**src/hw/edsac_pkg.sv**
```systemverilog
package edsac_pkg;

  // Order word layout, as on the panel toggles
  localparam int ORDER_W = 17;
  localparam int ADDR_W  = 10;
  localparam int FUNC_W  = 5;

  // Button events carried through the event queue
  // EV_NONE is what the link shows when nothing is pending
  typedef enum logic [2:0] {
    EV_NONE     = 3'd0,
    EV_START    = 3'd1,
    EV_STOP     = 3'd2,
    EV_RESUME   = 3'd3,
    EV_SINGLE   = 3'd4,
    EV_EXTENDED = 3'd5
  } ctl_event_e;

  // Function code of the stop order (Z in the teleprinter code)
  localparam logic [FUNC_W-1:0] STOP_FUNC = 5'd13;

  // One order word, seen either as the switch pattern or as decoded fields
  typedef union packed {
    logic [ORDER_W-1:0] raw;
    struct packed {
      // Function code, top five bits
      logic [FUNC_W-1:0] func;
      // Unused bit between function and address
      logic              spare;
      // Store address of the order
      logic [ADDR_W-1:0] addr;
      // Short or long number flag
      logic              long_flag;
    } fields;
  } order_word_u;

endpackage

```
**src/hw/event_link_if.sv**
```systemverilog
interface event_link_if;

  // Order-rate tick, one clock wide
  logic tick;

  // Producer side of the queue
  logic                  push;
  edsac_pkg::ctl_event_e push_code;

  // Consumer side of the queue
  logic                  empty;
  edsac_pkg::ctl_event_e head_code;
  logic                  pop;

  // Button front end, writes events and owns the tick
  modport prod (output push, output push_code, output tick);

  // Event queue between the two
  modport fifo (
    input  push,
    input  push_code,
    output empty,
    output head_code,
    input  pop
  );

  // Run controller, drains the queue and steps on tick
  modport cons (input empty, input head_code, input tick, output pop);

endinterface
```
**src/hw/control_debounce.sv**
```systemverilog
module control_debounce #(
  parameter int TICK_DIV       = 200,
  parameter int DEBOUNCE_TICKS = 3
) (
  input logic        clk,
  input logic        rst_n,
  input logic        start_btn,
  input logic        stop_btn,
  input logic        resume_btn,
  input logic        single_ep_btn,
  input logic        extended_btn,
  event_link_if.prod link
);

  localparam int DIV_W = (TICK_DIV > 1) ? $clog2(TICK_DIV) : 1;
  localparam int CNT_W = $clog2(DEBOUNCE_TICKS + 1);
  // Five buttons, index 0 has the highest priority
  localparam int NBTN  = 5;

  logic [DIV_W-1:0] div_cnt;
  logic             tick_q;
  logic [NBTN-1:0]  btn_raw;
  logic [NBTN-1:0]  sync1;
  logic [NBTN-1:0]  sync2;
  logic [NBTN-1:0]  db;
  logic [NBTN-1:0]  pending;
  logic [NBTN-1:0]  accept;
  logic [NBTN-1:0]  cand;
  logic [NBTN-1:0]  pick;
  logic [CNT_W-1:0] stable_cnt [NBTN];
  edsac_pkg::ctl_event_e pick_code;

  // Map a button index to its event code
  function automatic edsac_pkg::ctl_event_e btn_event(input int idx);
    case (idx)
      0:       return edsac_pkg::EV_STOP;
      1:       return edsac_pkg::EV_START;
      2:       return edsac_pkg::EV_RESUME;
      3:       return edsac_pkg::EV_SINGLE;
      4:       return edsac_pkg::EV_EXTENDED;
      default: return edsac_pkg::EV_NONE;
    endcase
  endfunction

  // Priority order: stop, start, resume, single, extended
  assign btn_raw = {extended_btn, single_ep_btn, resume_btn, start_btn, stop_btn};

  assign link.tick = tick_q;

  // Clock divider for the order rate
  always_ff @(posedge clk) begin
    if (!rst_n) begin
      div_cnt <= '0;
      tick_q  <= 1'b0;
    end else begin
      tick_q <= (div_cnt == DIV_W'(TICK_DIV - 1));
      if (div_cnt == DIV_W'(TICK_DIV - 1)) begin
        div_cnt <= '0;
      end else begin
        div_cnt <= div_cnt + 1'b1;
      end
    end
  end

  // Two-flop synchronizer on every button
  always_ff @(posedge clk) begin
    if (!rst_n) begin
      sync1 <= '0;
      sync2 <= '0;
    end else begin
      sync1 <= btn_raw;
      sync2 <= sync1;
    end
  end

  // Press accepted on the tick that completes the stable count
  always_comb begin
    for (int i = 0; i < NBTN; i++) begin
      accept[i] = sync2[i] && !db[i] && (stable_cnt[i] == CNT_W'(DEBOUNCE_TICKS - 1));
    end
  end

  // Earlier accepted presses compete with fresh ones
  assign cand = pending | accept;

  // Lowest index wins, so scan from the top down
  always_comb begin
    pick      = '0;
    pick_code = edsac_pkg::EV_NONE;
    for (int i = NBTN - 1; i >= 0; i--) begin
      if (cand[i]) begin
        pick      = '0;
        pick[i]   = 1'b1;
        pick_code = btn_event(i);
      end
    end
  end

  // Stable counters saturate, debounced state drops only when the button falls
  always_ff @(posedge clk) begin
    if (!rst_n) begin
      db <= '0;
      for (int i = 0; i < NBTN; i++) begin
        stable_cnt[i] <= '0;
      end
    end else if (tick_q) begin
      for (int i = 0; i < NBTN; i++) begin
        if (sync2[i]) begin
          if (stable_cnt[i] != CNT_W'(DEBOUNCE_TICKS)) begin
            stable_cnt[i] <= stable_cnt[i] + 1'b1;
          end
          if (accept[i]) begin
            db[i] <= 1'b1;
          end
        end else begin
          stable_cnt[i] <= '0;
          db[i]         <= 1'b0;
        end
      end
    end
  end

  // One push per tick; the rest wait in pending
  always_ff @(posedge clk) begin
    if (!rst_n) begin
      pending        <= '0;
      link.push      <= 1'b0;
      link.push_code <= edsac_pkg::EV_NONE;
    end else if (tick_q) begin
      pending        <= cand & ~pick;
      link.push      <= |cand;
      link.push_code <= pick_code;
    end else begin
      link.push <= 1'b0;
    end
  end

endmodule

```
**src/hw/edsac_control.sv**
```systemverilog
module edsac_control (
  input  logic                              clk,
  input  logic                              rst_n,
  input  edsac_pkg::order_word_u            panel_order,
  input  logic                              eng_mode,
  event_link_if.cons                        link,
  output logic                              running,
  output logic [edsac_pkg::ADDR_W-1:0]      order_counter,
  output edsac_pkg::order_word_u            order_reg,
  output logic                              stopped_by_order
);

  edsac_pkg::ctl_event_e          ev;
  edsac_pkg::order_word_u         step_word;
  logic [edsac_pkg::ADDR_W-1:0]   next_cnt;
  logic                           single_req;
  logic                           do_step;

  // Drain the queue as soon as anything shows up
  assign link.pop = !link.empty;

  // Event acted on this cycle
  assign ev = link.empty ? edsac_pkg::EV_NONE : link.head_code;

  // Sequence control counter, wraps at 1024
  assign next_cnt = order_counter + 1'b1;

  // Word that a step loads into the order register
  always_comb begin
    if (eng_mode) begin
      // Engineer's mode takes the panel toggles
      step_word = panel_order;
    end else begin
      // Normal run: function 0 at the new counter address
      step_word.raw         = '0;
      step_word.fields.addr = next_cnt;
    end
  end

  // Steps run at the order rate, either free running or one single order
  assign do_step = link.tick && (running || single_req);

  always_ff @(posedge clk) begin
    if (!rst_n) begin
      running          <= 1'b0;
      stopped_by_order <= 1'b0;
      order_counter    <= '0;
      order_reg.raw    <= '0;
      single_req       <= 1'b0;
    end else begin
      case (ev)
        edsac_pkg::EV_START: begin
          // Restart from order 0
          order_counter    <= '0;
          stopped_by_order <= 1'b0;
          running          <= 1'b1;
          single_req       <= 1'b0;
        end
        edsac_pkg::EV_STOP: begin
          running    <= 1'b0;
          single_req <= 1'b0;
        end
        edsac_pkg::EV_RESUME: begin
          // Counter kept as it was
          running          <= 1'b1;
          stopped_by_order <= 1'b0;
        end
        edsac_pkg::EV_SINGLE: begin
          // Ignored while running
          if (!running) begin
            single_req <= 1'b1;
          end
        end
        edsac_pkg::EV_EXTENDED: begin
          order_counter <= panel_order.fields.addr;
        end
        default: begin
        end
      endcase

      // Step comes last so a stop order wins over any event
      if (do_step) begin
        order_counter <= next_cnt;
        order_reg     <= step_word;
        single_req    <= 1'b0;
        if (step_word.fields.func == edsac_pkg::STOP_FUNC) begin
          running          <= 1'b0;
          stopped_by_order <= 1'b1;
        end
      end
    end
  end

endmodule

```
**src/hw/edsac_panel_top.sv**
```systemverilog
module edsac_panel_top #(
  parameter int TICK_DIV       = 200,
  parameter int DEBOUNCE_TICKS = 3,
  parameter int FIFO_DEPTH     = 4
) (
  input  logic                          clk,
  input  logic                          rst_n,
  input  logic                          start_btn,
  input  logic                          stop_btn,
  input  logic                          resume_btn,
  input  logic                          single_ep_btn,
  input  logic                          extended_btn,
  input  logic [edsac_pkg::ORDER_W-1:0] panel_order,
  input  logic                          eng_mode,
  output logic                          running,
  output logic [edsac_pkg::ADDR_W-1:0]  order_counter,
  output logic [edsac_pkg::ORDER_W-1:0] order_reg,
  output logic                          stopped_by_order
);

  edsac_pkg::order_word_u panel_word;
  edsac_pkg::order_word_u order_word;

  // Board pins carry the raw switch pattern
  assign panel_word.raw = panel_order;
  assign order_reg      = order_word.raw;

  // Event path from buttons to controller
  event_link_if link0 ();

  control_debounce #(
    .TICK_DIV       (TICK_DIV),
    .DEBOUNCE_TICKS (DEBOUNCE_TICKS)
  ) u_debounce (
    .clk           (clk),
    .rst_n         (rst_n),
    .start_btn     (start_btn),
    .stop_btn      (stop_btn),
    .resume_btn    (resume_btn),
    .single_ep_btn (single_ep_btn),
    .extended_btn  (extended_btn),
    .link          (link0.prod)
  );

  event_fifo #(
    .FIFO_DEPTH (FIFO_DEPTH)
  ) u_fifo (
    .clk   (clk),
    .rst_n (rst_n),
    .link  (link0.fifo)
  );

  edsac_control u_control (
    .clk              (clk),
    .rst_n            (rst_n),
    .panel_order      (panel_word),
    .eng_mode         (eng_mode),
    .link             (link0.cons),
    .running          (running),
    .order_counter    (order_counter),
    .order_reg        (order_word),
    .stopped_by_order (stopped_by_order)
  );

endmodule

```
**src/hw/event_fifo.sv**
```systemverilog
module event_fifo #(
  parameter int FIFO_DEPTH = 4
) (
  input logic        clk,
  input logic        rst_n,
  event_link_if.fifo link
);

  localparam int PTR_W = (FIFO_DEPTH > 1) ? $clog2(FIFO_DEPTH) : 1;

  edsac_pkg::ctl_event_e mem [FIFO_DEPTH];
  logic [PTR_W-1:0]      wr_ptr;
  logic [PTR_W-1:0]      rd_ptr;
  logic [PTR_W:0]        count;
  logic                  full;
  logic                  do_push;
  logic                  do_pop;

  // Status from the occupancy count
  assign full       = (count == (PTR_W + 1)'(FIFO_DEPTH));
  assign link.empty = (count == '0);

  // Head of the queue is visible without a read strobe
  assign link.head_code = mem[rd_ptr];

  // A push into a full queue is lost
  assign do_push = link.push && !full;
  assign do_pop  = link.pop && !link.empty;

  // Storage array
  always_ff @(posedge clk) begin
    if (do_push) begin
      mem[wr_ptr] <= link.push_code;
    end
  end

  // Pointers wrap naturally, depth is a power of two
  always_ff @(posedge clk) begin
    if (!rst_n) begin
      wr_ptr <= '0;
      rd_ptr <= '0;
      count  <= '0;
    end else begin
      if (do_push) begin
        wr_ptr <= wr_ptr + 1'b1;
      end
      if (do_pop) begin
        rd_ptr <= rd_ptr + 1'b1;
      end
      // Simultaneous push and pop leave the count alone
      case ({do_push, do_pop})
        2'b10:   count <= count + 1'b1;
        2'b01:   count <= count - 1'b1;
        default: count <= count;
      endcase
    end
  end

endmodule

```
**config.mk**
```make
export PLATFORM = sky130hd
export DESIGN_NAME = edsac_panel_top
export DESIGN_NICKNAME = d
export VERILOG_FILES = /design/src/hw/edsac_pkg.sv /design/src/hw/event_link_if.sv /design/src/hw/control_debounce.sv /design/src/hw/edsac_control.sv /design/src/hw/edsac_panel_top.sv /design/src/hw/event_fifo.sv
export SDC_FILE = /design/constraint.sdc
export NUM_CORES = 1
export LEC_CHECK = 0
export BUFFER_PORTS_ARGS = -buffer_cell sky130_fd_sc_hd__buf_2
export CORE_ASPECT_RATIO = 0.75
export CORE_MARGIN = 2
export CORE_UTILIZATION = 30
export CTS_BUF_LIST = sky130_fd_sc_hd__clkbuf_2
export CTS_CLUSTER_SIZE = 14
export DETAILED_ROUTE_END_ITERATION = 10
export GPL_TIMING_DRIVEN = 0
export MAX_ROUTING_LAYER = met4
export PLACE_DENSITY = 0.45
export SYNTH_ARGS = -nofsm -noshare
export SYNTH_HDL_FRONTEND = slang
export SYNTH_SLANG_ARGS = --single-unit
```
**constraint.sdc**
```tcl
create_clock -name clk -period 4.3 [get_ports clk]
set_input_delay 0.86 -clock clk [delete_from_list [all_inputs] [get_ports clk]]
set_output_delay 0.86 -clock clk [all_outputs]
set_load 0.01 [all_outputs]
```
==> results of run 1 <==
per-layer routing:
| metal | vias to the layer above | wire length (um) | GRT usage [%] |
|---|---|---|---|
| met5 | - | 0 | - |
| met4 | 0 | 114 | 3.93 |
| met3 | 9 | 375 | 3.62 |
| met2 | 54 | 4420 | 22.3 |
| met1 | 1572 | 5300 | 19.9 |
| li1 | 1689 | - | - |
worst register-to-register path: stages, from the launching register on:
cell                       delay (ns)
sky130_fd_sc_hd__dfxtp_1         0.52
sky130_fd_sc_hd__o21a_1          0.26
sky130_fd_sc_hd__clkbuf_1        0.47
sky130_fd_sc_hd__buf_1           0.44
sky130_fd_sc_hd__nand3_1         0.14
sky130_fd_sc_hd__a21oi_1         0.18
cells in the final DEF (no fill, tap or decap), types with 3 or more instances in the layout:
master | synthesis | routed
sky130_fd_sc_hd__nand2_1 | 55 | 55
sky130_fd_sc_hd__buf_2 | 1 | 53
sky130_fd_sc_hd__xor2_1 | 6 | 6
sky130_fd_sc_hd__a21oi_1 | 27 | 27
sky130_fd_sc_hd__nand3_1 | 16 | 16
sky130_fd_sc_hd__nor2_1 | 44 | 44
sky130_fd_sc_hd__mux2i_1 | 8 | 8
sky130_fd_sc_hd__a31oi_1 | 9 | 9
sky130_fd_sc_hd__and2_1 | 19 | 19
sky130_fd_sc_hd__a2bb2oi_1 | 3 | 3
sky130_fd_sc_hd__o21ai_0 | 24 | 24
sky130_fd_sc_hd__ha_1 | 16 | 16
sky130_fd_sc_hd__buf_6 | 3 | 3
sky130_fd_sc_hd__nor3_1 | 8 | 8
sky130_fd_sc_hd__a22oi_1 | 3 | 3
sky130_fd_sc_hd__xnor2_1 | 9 | 9
sky130_fd_sc_hd__o211ai_1 | 4 | 4
sky130_fd_sc_hd__a211oi_2 | 3 | 3
sky130_fd_sc_hd__o21bai_1 | 3 | 3
sky130_fd_sc_hd__clkbuf_1 | 15 | 15
sky130_fd_sc_hd__and3_1 | 6 | 6
sky130_fd_sc_hd__clkbuf_2 | 0 | 11
sky130_fd_sc_hd__nor3b_1 | 3 | 3
sky130_fd_sc_hd__and4_1 | 3 | 3
sky130_fd_sc_hd__edfxtp_1 | 20 | 20
sky130_fd_sc_hd__inv_1 | 17 | 17
sky130_fd_sc_hd__dfxtp_1 | 73 | 73
sky130_fd_sc_hd__nand4_1 | 3 | 3
sky130_fd_sc_hd__a211oi_1 | 7 | 7
cells by family (layout without fill, tap and decap cells):
group                      count (synthesis)  after routing  share of synthesized area [%]
AOI/OAI and AO/OA                         98             98                           15.1
muxes                                     12             12                           3.23
xor gates and xnor gates                  15             15                           3.11
adders and majority gates                 17             17                           5.22
DFF                                       93             93                           48.9
buffers and inverters                     39            107                           4.12
and+or+nand+nor                          171            171                           20.3
final cells by class:
class	instances	area, um^2	area share (%)
flip-flops and latches	93	2060	43.0
clock inverters	5	37.5	0.783
multi-input cells	313	1980	41.4
repair buffers	52	260	5.43
plain buffers	22	110	2.30
clock buffers	11	55.1	1.15
inverters	17	63.8	1.33
well taps	175	219	4.57
through the flow:
| stage | worst slack, ns | utilization (%) | hold WS, ns |
|---|---|---|---|
| after global placement | 1.96 | 34.2 | 0.417 |
| after CTS | 2.07 | 34.8 | 0.408 |
| after floorplan | 2.51 | - | 0.412 |
| after detailed placement | 1.94 | 34.2 | 0.418 |
| final | 2.12 | 34.8 | 0.460 |
| after global routing | 2.01 | 34.8 | 0.399 |
worst min path at each step:
stage | startpoint | to | slack, ns | depth (start not counted)
finish | extended_btn | u_debounce.sync1[4] | 0.46 | 2
global route | extended_btn | u_debounce.sync1[4] | 0.40 | 2
CTS | extended_btn | u_debounce.sync1[4] | 0.41 | 2
detailed placement | u_debounce.sync1[2] | u_debounce.sync2[2] | 0.42 | 1
global placement | u_debounce.sync1[4] | u_debounce.sync2[4] | 0.42 | 1
floorplan | u_debounce.sync1[0] | u_debounce.sync2[0] | 0.41 | 1
where the power goes:
part           switching [mW]  leakage (nW)  total (mW)  internal [mW]
combinational          0.0357         0.979      0.0556         0.0200
sequential            0.00608         0.778       0.906          0.900
clock                   0.303        0.0581       0.385         0.0816
==> results.md, run 1 <==
| Stage | Item | Reported |
| --- | --- | --- |
| synth | Most frequent cell after synthesis | sky130_fd_sc_hd__dfxtp_1 |
| worst setup path | Worst reg2reg startpoint | u_control.running |
| worst setup path | Critical Path, Cell by Cell | buf_2 |
| worst setup path | Slowest cell on the critical path | sky130_fd_sc_hd__dfxtp_1 |
| clocking | Cts bufs inserted | 9 |
| worst setup path | Crit Path Category | reg2out |
| pwr | Static Leak | 1.82 nW |
| final layout | Syn-to-layout area delta | 13.6% |
| worst setup path | Stages on worst setup path | 1 |
| timing | Max-slew violations | 0 |
| synth | Cell area after synthesis | 4220 um^2 |
| final layout | Post-route non-filler standard cell count | 688 |
| synth | Fraction of synthesis flops using an asynchronous set or reset pin | 0% |
| clocking | Clock sink count | 93 |
| final layout | Share of cells above drive strength 1 | 17.0% |
| global routing | Wire length of the first global-routing pass | 16.8 mm |
| worst setup path | Capture point of the critical path | order_counter[0] |
| synth | Number of distinct library cells after synthesis | 58 |
| timing | Final count of negative-setup-slack endpoints | 0 |
| pwr | Final Power | 1.35 mW |
| timing | Max Clk Rate | 0.458 GHz |
| timing | Unrepaired setup endpoints after global routing | false |
| synth | Synthesized netlist cell count | 445 |
| worst setup path | Largest driver fanout on the critical path | 9 |
| pwr | Cell area power density | 281 nW/um^2 |
| worst setup path | CP Data Arrival Time | 1.32 ns |
| clocking | Deepest clock path buffer count | 2 |
| timing | Setup clock skew after layout | 0.0342 ns |
| global routing | Antenna violations before repair | 0 |
| synth | Count of state elements after synthesis | 93 |
| drt | Count of nets left with antenna violations after detail routing | 0 |
| drt | First drt pass iteration count | 4 |
| floorplanning | Initial cell density of the core | 30.7% |
| timing | Final sum of negative setup slack | 0 ns |
| timing | Period utilization | 50.8% |
| clocking | Hold buffer count at CTS | 0 |
| synth | Library cell occupying the most area in the post-synthesis netlist | sky130_fd_sc_hd__dfxtp_1 |
| clocking | Clock transition at the register clock pins on the worst setup and hold paths after CTS | 0.27 ns |
| synth | Yosys warns | 0 |
| clocking | Clock network latency to the later pin of the worst-skew pair | 0.57 ns |
| final layout | Max reg flops | 17 |
| synth | Largest cells by area after synthesis | sky130_fd_sc_hd__dfxtp_1, sky130_fd_sc_hd__edfxtp_1, sky130_fd_sc_hd__nand2_1, sky130_fd_sc_hd__ha_1, sky130_fd_sc_hd__nor2_1 |
| global routing | Total global routing overflow | 0 |
| drt | Number of vias per cell after detailed routing | 4.83 |
| min path | Worst hold path type | in2reg |
| worst setup path | Cell depth of the worst flop-to-flop path | 5 |
| global routing | Total Routing Usage GR | 14.7% |
| worst setup path | Number of buffers and inverters on the critical path | 1 |
| placement | Post-placement cell area | 4700 um^2 |
| worst setup path | Maximum single-stage delay on the critical path | 0.58 ns |
| timing | Worst max-slew margin expressed relative to the limit | 51.1% |
| worst setup path | Reg2Reg Setup Slack | 2.24 ns |
| timing | Final Hold Violating Endpoints | 0 |
| worst setup path | Source of the critical timing path | u_control.order_counter[0] |
| drt | Wirelength, routed | 10.2 mm |
| clocking | Root Driver | sky130_fd_sc_hd__clkbuf_2 |
| clocking | Buffers inserted during post-CTS setup optimization | 0 |
| synth | Post-Synthesis Net Count | 487 |
| synth | Number of synthesized flops with an enable pin | 20 |
| final layout | # diodes | 0 |
| final layout | Net count, final | 550 |
| clocking | TritonCTS clock tree | done |
| timing | Time the final worst path needs with I/O delays and setup | 2.18 ns |
| global routing | Number of global-route vias before repair | 3,280 |
| job | Max-cap violation count | 0 |
| clocking | Post-CTS resize count | 0 |
| worst setup path | Type of element launching the critical path | flop |
| worst setup path | R2r endpoint | u_control.order_reg[11] |
| floorplanning | Top-Level Pins | 54 |
| placement | Number of cells in the design after placement | 672 |
| final layout | Post-route cell area | 4790 um^2 |
| global routing | Largest net degree at the start of global routing | 16 |
| drt | Number of design-rule violations left by the first detailed-router iteration | 170 |
| synth | Avg Cell Area, Syn | 9.48 um^2 |
| floorplanning | Placeable core region | 13,700 um^2 |
| drt | Via count of the routed design | 3,324 |
| clocking | H-tree Lvls | 3 |
| synth | Commonest cells in the netlist | sky130_fd_sc_hd__dfxtp_1, sky130_fd_sc_hd__nand2_1, sky130_fd_sc_hd__nor2_1 |
| worst setup path | Worst setup EP type | primary output |
| placement | Final HPWL DP | 7.48 mm |
| floorplanning | Overall die width | 141 um |
| drt | Post-route DRC violation count | 0 |
| placement | Routability cong. | 0.765 |
| synth | Share of Yosys cell area claimed by the top area cell type | 34.6% |
| floorplanning | Standard-cell rows | 37 |
| timing | Transition time of the tightest slew-check pin | 0.734 ns |
| drt | Routed length per instance | 14.8 um |
| worst setup path | Largest delay contributor family on the critical path | flip-flops |
| final layout | Filler cell count | 1,447 |
| floorplanning | Height of the die | 107 um |
| outcome | Run status | finished clean |
| synth | Sequential area share after synthesis | 48.9% |
| synth | Ys flop type | sky130_fd_sc_hd__dfxtp_1 |
| worst setup path | CP Data Required Time | 3.44 ns |
| pwr | Worst voltage drop across the vdd grid | 0.000140 V |
| placement | Number of buffer cells added on primary ports | 52 |
| floorplanning | Floorplan die area | 15,000 um^2 |
(Power assumes the default switching activity.)
==> inputs of run 2 (changes only) <==
- clock period: 4.3 -> 2.1 ns (I/O delays scaled with it)
==> run 2 against run 1 <==
Against the previous run: wire length is 0.83% higher; flip-flop and latch count stayed put; core utilization is 0.37 points higher; first-iteration DRC count is 7.6% higher; cell area is 1.1% higher; count of clock-buffer cells in the layout stayed put; via count is 0.45% higher; sequential power is 110% higher; highest routed layer unchanged.
==> results.md, run 2 (synthesized netlist as in run 1, its figures left out) <==
| Stage | Item | Reported | Change |
| --- | --- | --- | --- |
| final layout | Most frequent cells in the layout | sky130_fd_sc_hd__dfxtp_1, sky130_fd_sc_hd__nand2_1, sky130_fd_sc_hd__buf_2, sky130_fd_sc_hd__nor2_1, sky130_fd_sc_hd__a21oi_1 | unchanged |
| global routing | Antenna violations before repair | 0 | unchanged |
| pwr | Worst voltage drop across the vdd grid | 0.000286 V | was 0.000140 V |
| timing | Final Hold Slack | 0.0723 ns | was 0.460 ns |
| clocking | Clock network latency to the later pin of the worst-skew pair | 0.57 ns | about the same |
| final layout | # diodes | 0 | unchanged |
| outcome | Run status | finished clean | unchanged |
| timing | Transition time of the tightest slew-check pin | 0.731 ns | was 0.734 ns |
| timing | Final sum of negative setup slack | 0 ns | unchanged |
| timing | Max-slew violations | 0 | unchanged |
| timing | Setup clock skew after layout | 0.0223 ns | was 0.0342 ns |
| final layout | Share of cells above drive strength 1 | 17.0% | about the same |
| final layout | Net count, final | 555 | was 550 |
| timing | Time the final worst path needs with I/O delays and setup | 1.90 ns |  |
| clocking | Root Driver | sky130_fd_sc_hd__clkbuf_2 | unchanged |
| placement | Worst slack after detailed placement | 0.0978 ns | was 1.94 ns |
| timing | Worst max-slew margin expressed relative to the limit | 51.3% | was 51.1% |
| global routing | Largest net degree at the start of global routing | 16 | unchanged |
| global routing | Wire length of the first global-routing pass | 16.9 mm | was 16.8 mm |
| clocking | Clock transition at the register clock pins on the worst setup and hold paths after CTS | 0.26 ns | was 0.27 ns |
| worst setup path | Maximum single-stage delay on the critical path | 0.49 ns | was 0.58 ns |
| drt | First drt pass iteration count | 4 | unchanged |
| drt | Wirelength, routed | 10.3 mm | was 10.2 mm |
| timing | Final count of negative-setup-slack endpoints | 0 | unchanged |
| clocking | H-tree Lvls | 3 | unchanged |
| worst setup path | Type of element launching the critical path | flop | unchanged |
| drt | Count of nets left with antenna violations after detail routing | 0 | unchanged |
| placement | Final HPWL DP | 7.48 mm | unchanged |
| pwr | Cell area power density | 571 nW/um^2 | was 281 nW/um^2 |
| drt | Post-route DRC violation count | 0 | unchanged |
| drt | Via count of the routed design | 3,339 | was 3,324 |
| pwr | Static Leak | 1.84 nW | was 1.82 nW |
| placement | Number of cells in the design after placement | 672 | unchanged |
| timing | Final Hold Violating Endpoints | 0 | unchanged |
| global routing | Number of global-route vias before repair | 3,304 | was 3,280 |
| worst setup path | Number of buffers and inverters on the critical path | 1 | unchanged |
| floorplanning | Height of the die | 107 um | unchanged |
| worst setup path | Largest delay contributor family on the critical path | compound AO/OA/AOI/OAI gates | was flip-flops |
| final layout | Filler cell count | 1,441 | was 1,447 |
| worst setup path | Critical Path, Cell by Cell | ha_1 -> inv_1 -> a2111oi_0 -> a31oi_1 -> o21ai_0 -> nor2_1 | was buf_2 |
| clocking | Cts bufs inserted | 9 | unchanged |
| floorplanning | Initial cell density of the core | 30.7% | unchanged |
| clocking | Clock sink count | 93 | unchanged |
| timing | Unrepaired setup endpoints after global routing | false | unchanged |
| placement | Routability cong. | 0.765 | unchanged |
| global routing | Total Routing Usage GR | 14.8% | was 14.7% |
| drt | Routed length per instance | 14.9 um | was 14.8 um |
| worst setup path | CP Data Arrival Time | 2.25 ns | was 1.32 ns |
| final layout | Syn-to-layout area delta | 14.8% | was 13.6% |
| timing | Period utilization | 90.3% |  |
| final layout | Area taken by multi-input logic gates | 1980 um^2 | unchanged |
| worst setup path | Slowest cell on the critical path | sky130_fd_sc_hd__a2111oi_0 | was sky130_fd_sc_hd__dfxtp_1 |
| floorplanning | Top-Level Pins | 54 | unchanged |
| floorplanning | Floorplan die area | 15,000 um^2 | unchanged |
| final layout | Utilization after layout | 35.2% | was 34.8% |
| worst setup path | Largest driver fanout on the critical path | 5 | was 9 |
| clocking | Deepest clock path buffer count | 2 | unchanged |
| floorplanning | Standard-cell rows | 37 | unchanged |
| final layout | Max reg flops | 17 | unchanged |
| job | Max-cap violation count | 0 | unchanged |
| min path | Worst hold path type | in2reg | unchanged |
| drt | Number of design-rule violations left by the first detailed-router iteration | 183 | was 170 |
| final layout | Most common cell after layout, fill and taps aside | sky130_fd_sc_hd__dfxtp_1 | unchanged |
| timing | Worst path setup slack after routing | 0.204 ns | was 2.12 ns |
| clocking | TritonCTS clock tree | done | unchanged |
| placement | Number of buffer cells added on primary ports | 52 | unchanged |
| worst setup path | Crit Path Category | reg2reg | was reg2out |
| floorplanning | Overall die width | 141 um | unchanged |
| floorplanning | Placeable core region | 13,700 um^2 | unchanged |
| drt | Number of vias per cell after detailed routing | 4.82 | was 4.83 |
| timing | Max Clk Rate | 0.528 GHz |  |
| worst setup path | CP Data Required Time | 2.45 ns | was 3.44 ns |
| global routing | Total global routing overflow | 0 | unchanged |
| final layout | FF+latch area | 2060 um^2 | unchanged |
| worst setup path | Worst setup EP type | flop | was primary output |
| final layout | Post-route non-filler standard cell count | 693 | was 688 |
## run 2: worst register-to-register path, delay by kind of cell, from the launching register on
kind | cells | cell delay [ns]
compound gates | 3 | 0.87
fa+ha+maj | 1 | 0.22
buf+inv | 1 | 0.07
flops | 1 | 0.45
simple gates | 1 | 0.08
## run 2: path summary, 6_finish.rpt
check                                   start                     endpoint  slack, ns  cells after the start
hold / removal                 panel_order[6]   u_control.order_counter[5]       0.07                      3
setup / recovery  u_debounce.stable_cnt[4][0]  u_debounce.stable_cnt[1][1]       0.20                      6
setup reg to reg  u_debounce.stable_cnt[4][0]  u_debounce.stable_cnt[1][1]       0.20                      6
hold reg to reg         u_debounce.div_cnt[0]        u_debounce.div_cnt[0]       0.46                      1
## run 2: cell type report
cell class | count | share of cell area (%)
plain buffers | 22 | 2.30
clock buffers | 11 | 1.14
clock inverters | 5 | 0.775
inverters | 17 | 1.32
multi-input cells | 313 | 41.0
flip-flops and latches | 93 | 42.6
well taps | 175 | 4.52
repair buffers | 57 | 6.41
## run 2: through the flow
step           cell area [um^2]  power [mW]
4_1_cts                    4840        2.81
2_1_floorplan              4220        1.95
6_report                   4840        2.77
5_1_grt                    4840        2.90
3_5_place_dp               4700        2.01
3_3_place_gp               4700        2.00
## run 2: timing repair
item                       in CTS  in global routing
hold buffers                    5                  0
hold endpoints to repair        5                  0
gates resized for setup         0                  2
setup endpoints to repair       0                  9
buffers inserted                0                  0
## run 2: power by group
group / internal (mW) / switching (mW) / leakage, nW
combinational: 0.0469 / 0.0739 / 1.00
clock: 0.167 / 0.623 / 0.0581
sequential: 1.84 / 0.0125 / 0.778
total: 2.06 / 0.709 / 1.84
## run 2: metal layers
layer,vias to the layer above,part of all wire (%),GRT usage [%]
met2,55,44,22.5
met4,0,1.1,3.93
met5,-,0,-
li1,1696,-,-
met1,1580,52,19.9
met3,8,3.7,3.62
==> inputs of run 3 (changes only) <==
- SETUP_SLACK_MARGIN: not set -> 0.4
==> run 3 against run 2 <==
Against the previous run: global-route usage rose by 0.50 points; critical path type unchanged; die area did not move; sequential power about the same.
==> results.md, run 3 (synthesized netlist as in run 1, its figures left out) <==
| Stage | Item | Reported | Change |
| --- | --- | --- | --- |
| outcome | Run status | finished clean | unchanged |
| clocking | Root Driver | sky130_fd_sc_hd__clkbuf_2 | unchanged |
| worst setup path | CP Data Required Time | 2.59 ns | was 2.45 ns |
| timing | Worst max-slew margin expressed relative to the limit | 50.3% | was 51.3% |
| global routing | Total Routing Usage GR | 15.3% | was 14.8% |
| worst setup path | CP Data Arrival Time | 2.24 ns | was 2.25 ns |
| drt | Number of design-rule violations left by the first detailed-router iteration | 170 | was 183 |
| worst setup path | Number of buffers and inverters on the critical path | 3 | was 1 |
| timing | Final sum of negative setup slack | 0 ns | unchanged |
| timing | Max-slew violations | 0 | unchanged |
| placement | Number of buffer cells added on primary ports | 52 | unchanged |
| floorplanning | Initial cell density of the core | 30.7% | unchanged |
| timing | Unrepaired setup endpoints after global routing | true | was false |
| final layout | Most common cell after layout, fill and taps aside | sky130_fd_sc_hd__dfxtp_1 | unchanged |
| final layout | Net count, final | 574 | was 555 |
| job | Max-cap violation count | 0 | unchanged |
| floorplanning | Floorplan die area | 15,000 um^2 | unchanged |
| placement | Final HPWL DP | 7.48 mm | unchanged |
| worst setup path | Cell depth of the worst flop-to-flop path | 7 | was 6 |
| final layout | Share of cells above drive strength 1 | 28.5% | was 17.0% |
| drt | Via count of the routed design | 3,426 | was 3,339 |
| worst setup path | Slowest cell on the critical path | sky130_fd_sc_hd__dfxtp_2 | was sky130_fd_sc_hd__a2111oi_0 |
| clocking | Clock sink count | 93 | unchanged |
| drt | Routed length per instance | 14.9 um | about the same |
| clocking | Deepest clock path buffer count | 2 | unchanged |
| timing | Time the final worst path needs with I/O delays and setup | 1.75 ns | was 1.90 ns |
| worst setup path | R2r endpoint | u_control.order_counter[9] | was u_debounce.stable_cnt[1][1] |
| timing | Setup clock skew after layout | 0.0323 ns | was 0.0223 ns |
| worst setup path | Maximum single-stage delay on the critical path | 0.37 ns | was 0.49 ns |
| worst setup path | Largest delay contributor family on the critical path | simple AND/OR/NAND/NOR gates | was compound AO/OA/AOI/OAI gates |
| clocking | Clock transition at the register clock pins on the worst setup and hold paths after CTS | 0.26 ns | about the same |
| clocking | Cts bufs inserted | 9 | unchanged |
| min path | Worst hold path type | in2reg | unchanged |
| placement | Post-placement cell area | 4700 um^2 | unchanged |
| worst setup path | Crit path top cell by count | sky130_fd_sc_hd__buf_6 |  |
| timing | Period utilization | 83.3% | was 90.3% |
| global routing | Wire length of the first global-routing pass | 17.5 mm | was 16.9 mm |
| placement | Routability cong. | 0.765 | unchanged |
| final layout | # diodes | 0 | unchanged |
| global routing | Antenna violations before repair | 0 | unchanged |
| global routing | Number of global-route vias before repair | 3,461 | was 3,304 |
| final layout | Max reg flops | 17 | unchanged |
| floorplanning | Height of the die | 107 um | unchanged |
| drt | Count of nets left with antenna violations after detail routing | 0 | unchanged |
| drt | Wirelength, routed | 10.6 mm | was 10.3 mm |
| worst setup path | Worst setup EP type | flop | unchanged |
| timing | Transition time of the tightest slew-check pin | 0.746 ns | was 0.731 ns |
| drt | Number of vias per cell after detailed routing | 4.81 | was 4.82 |
| placement | Worst slack after detailed placement | 0.0978 ns | unchanged |
| final layout | Post-route cell area | 5260 um^2 | was 4840 um^2 |
| floorplanning | Overall die width | 141 um | unchanged |
| timing | Final count of negative-setup-slack endpoints | 0 | unchanged |
| global routing | Largest net degree at the start of global routing | 16 | unchanged |
| pwr | Worst voltage drop across the vdd grid | 0.000289 V | was 0.000286 V |
| worst setup path | Crit Path Category | reg2reg | unchanged |
| pwr | Final Power | 2.77 mW | about the same |
| worst setup path | Critical Path, Cell by Cell | buf_6 -> or3_4 -> buf_6 -> nand4b_4 -> nand3_4 -> buf_8 -> a311oi_2 | was ha_1 -> inv_1 -> a2111oi_0 -> a31oi_1 -> o21ai_0 -> nor2_1 |
| timing | Final Hold Violating Endpoints | 0 | unchanged |
| floorplanning | Placeable core region | 13,700 um^2 | unchanged |
| min path | Hold endpoint | u_control.order_counter[5] | unchanged |
| floorplanning | Top-Level Pins | 54 | unchanged |
| min path | Source of the worst hold timing path | panel_order[6] | unchanged |
| timing | Worst path setup slack after routing | 0.350 ns | was 0.204 ns |
| global routing | Total global routing overflow | 0 | unchanged |
| worst setup path | Largest driver fanout on the critical path | 5 | unchanged |
| clocking | TritonCTS clock tree | done | unchanged |
| timing | Max Clk Rate | 0.571 GHz | was 0.528 GHz |
| final layout | Syn-to-layout area delta | 24.7% | was 14.8% |
| min path | Min-Delay Path Depth | 3 | unchanged |
| worst setup path | Type of element launching the critical path | flop | unchanged |
| drt | Post-route DRC violation count | 0 | unchanged |
| final layout | Most frequent cells in the layout | sky130_fd_sc_hd__dfxtp_1, sky130_fd_sc_hd__buf_2, sky130_fd_sc_hd__nand2_1, sky130_fd_sc_hd__nor2_1, sky130_fd_sc_hd__a21oi_1 | was sky130_fd_sc_hd__dfxtp_1, sky130_fd_sc_hd__nand2_1, sky130_fd_sc_hd__buf_2, sky130_fd_sc_hd__nor2_1, sky130_fd_sc_hd__a21oi_1 |
| floorplanning | Standard-cell rows | 37 | unchanged |
| clocking | Clock network latency to the later pin of the worst-skew pair | 0.58 ns | was 0.57 ns |
| pwr | Static Leak | 2.01 nW | was 1.84 nW |
| worst setup path | Reg2Reg Setup Slack | 0.35 ns | was 0.20 ns |
| worst setup path | Worst reg2reg startpoint | u_fifo.count[0] | was u_debounce.stable_cnt[4][0] |
| pwr | Cell area power density | 527 nW/um^2 | was 571 nW/um^2 |
| clocking | H-tree Lvls | 3 | unchanged |
| drt | First drt pass iteration count | 4 | unchanged |
## run 3: cell types whose count changed in the layout (fill, tap and decap cells not counted), moves of 3 or more
cell,change
sky130_fd_sc_hd__a211oi_1,-3
sky130_fd_sc_hd__o21ai_0,-6
sky130_fd_sc_hd__a211oi_2,+3
sky130_fd_sc_hd__buf_4,+12
sky130_fd_sc_hd__a31oi_1,-3
sky130_fd_sc_hd__nand2_2,+3
sky130_fd_sc_hd__buf_6,+6
sky130_fd_sc_hd__dfxtp_1,-14
sky130_fd_sc_hd__dfxtp_2,+12
sky130_fd_sc_hd__o21ai_2,+3
sky130_fd_sc_hd__nand2_1,-4
## run 3: worst max-delay path by stage
stage	slack (ns)	from	to	depth (start not counted)
finish	0.35	u_fifo.count[0]	u_control.order_counter[9]	7
global route	0.25	flop	u_control.order_counter[4]	7
CTS	0.34	u_fifo.count[1]	u_fifo.count[1]	6
detailed placement	0.1	u_control.running	u_control.order_reg[12]	5
global placement	0.09	u_control.running	u_control.order_reg[11]	5
floorplan	0.45	u_fifo.count[0]	u_fifo.count[1]	6
## run 3: worst reg2reg max path, cell delays in order (launching register included)
cell and delay, ns:
sky130_fd_sc_hd__dfxtp_2 0.37, sky130_fd_sc_hd__buf_6 0.11, sky130_fd_sc_hd__or3_4 0.37, sky130_fd_sc_hd__buf_6 0.15, sky130_fd_sc_hd__nand4b_4 0.14, sky130_fd_sc_hd__nand3_4 0.14
sky130_fd_sc_hd__buf_8 0.19, sky130_fd_sc_hd__a311oi_2 0.23
## run 3: where the power goes
group,switching [mW],total (mW),internal [mW]
logic,0.0761,0.126,0.0495
clock network,0.624,0.792,0.167
registers,0.0145,1.85,1.84
## run 3: through the flow
stage | hold slack [ns] | cells | utilization, %
6_report | 0.0612 | 712 | 38.3
5_1_grt | 0.0419 | 712 | 38.3
4_1_cts | 0.0185 | 706 | 36.7
3_5_place_dp | 0.418 | 672 | 34.2
3_3_place_gp | 0.417 | 672 | 34.2
2_1_floorplan | 0.412 | 445 | -
## run 3: area by class of cell
type,instances,area [um^2]
fillers,1411,8490
multi-input cells,313,2180
clock buffers,11,55.1
well taps,175,219
inverters,17,63.8
repair buffers,76,492
clock inverters,5,37.5
flip-flops and latches,93,2080
plain buffers,22,133
## run 3: layer usage
metal	wire (um)	part of all wire (%)	track usage [%]	up-vias
met1	5350	50	20.4	1622
met4	142	1.3	3.93	0
met5	0	0	-	-
met2	4780	45	23.8	56
met3	372	3.5	3.35	11
li1	-	-	-	1737
## run 3: timing repair
| action | in CTS | in global routing |
|---|---|---|
| gates resized for setup | 32 | 48 |
| hold buffers | 5 | 0 |
| pin swaps | 3 | 9 |
| endpoints found under the hold margin | 5 | 0 |
| setup endpoints to repair | 49 | 45 |
| setup buffers | 12 | 6 |
| gates cloned | 1 | 0 |
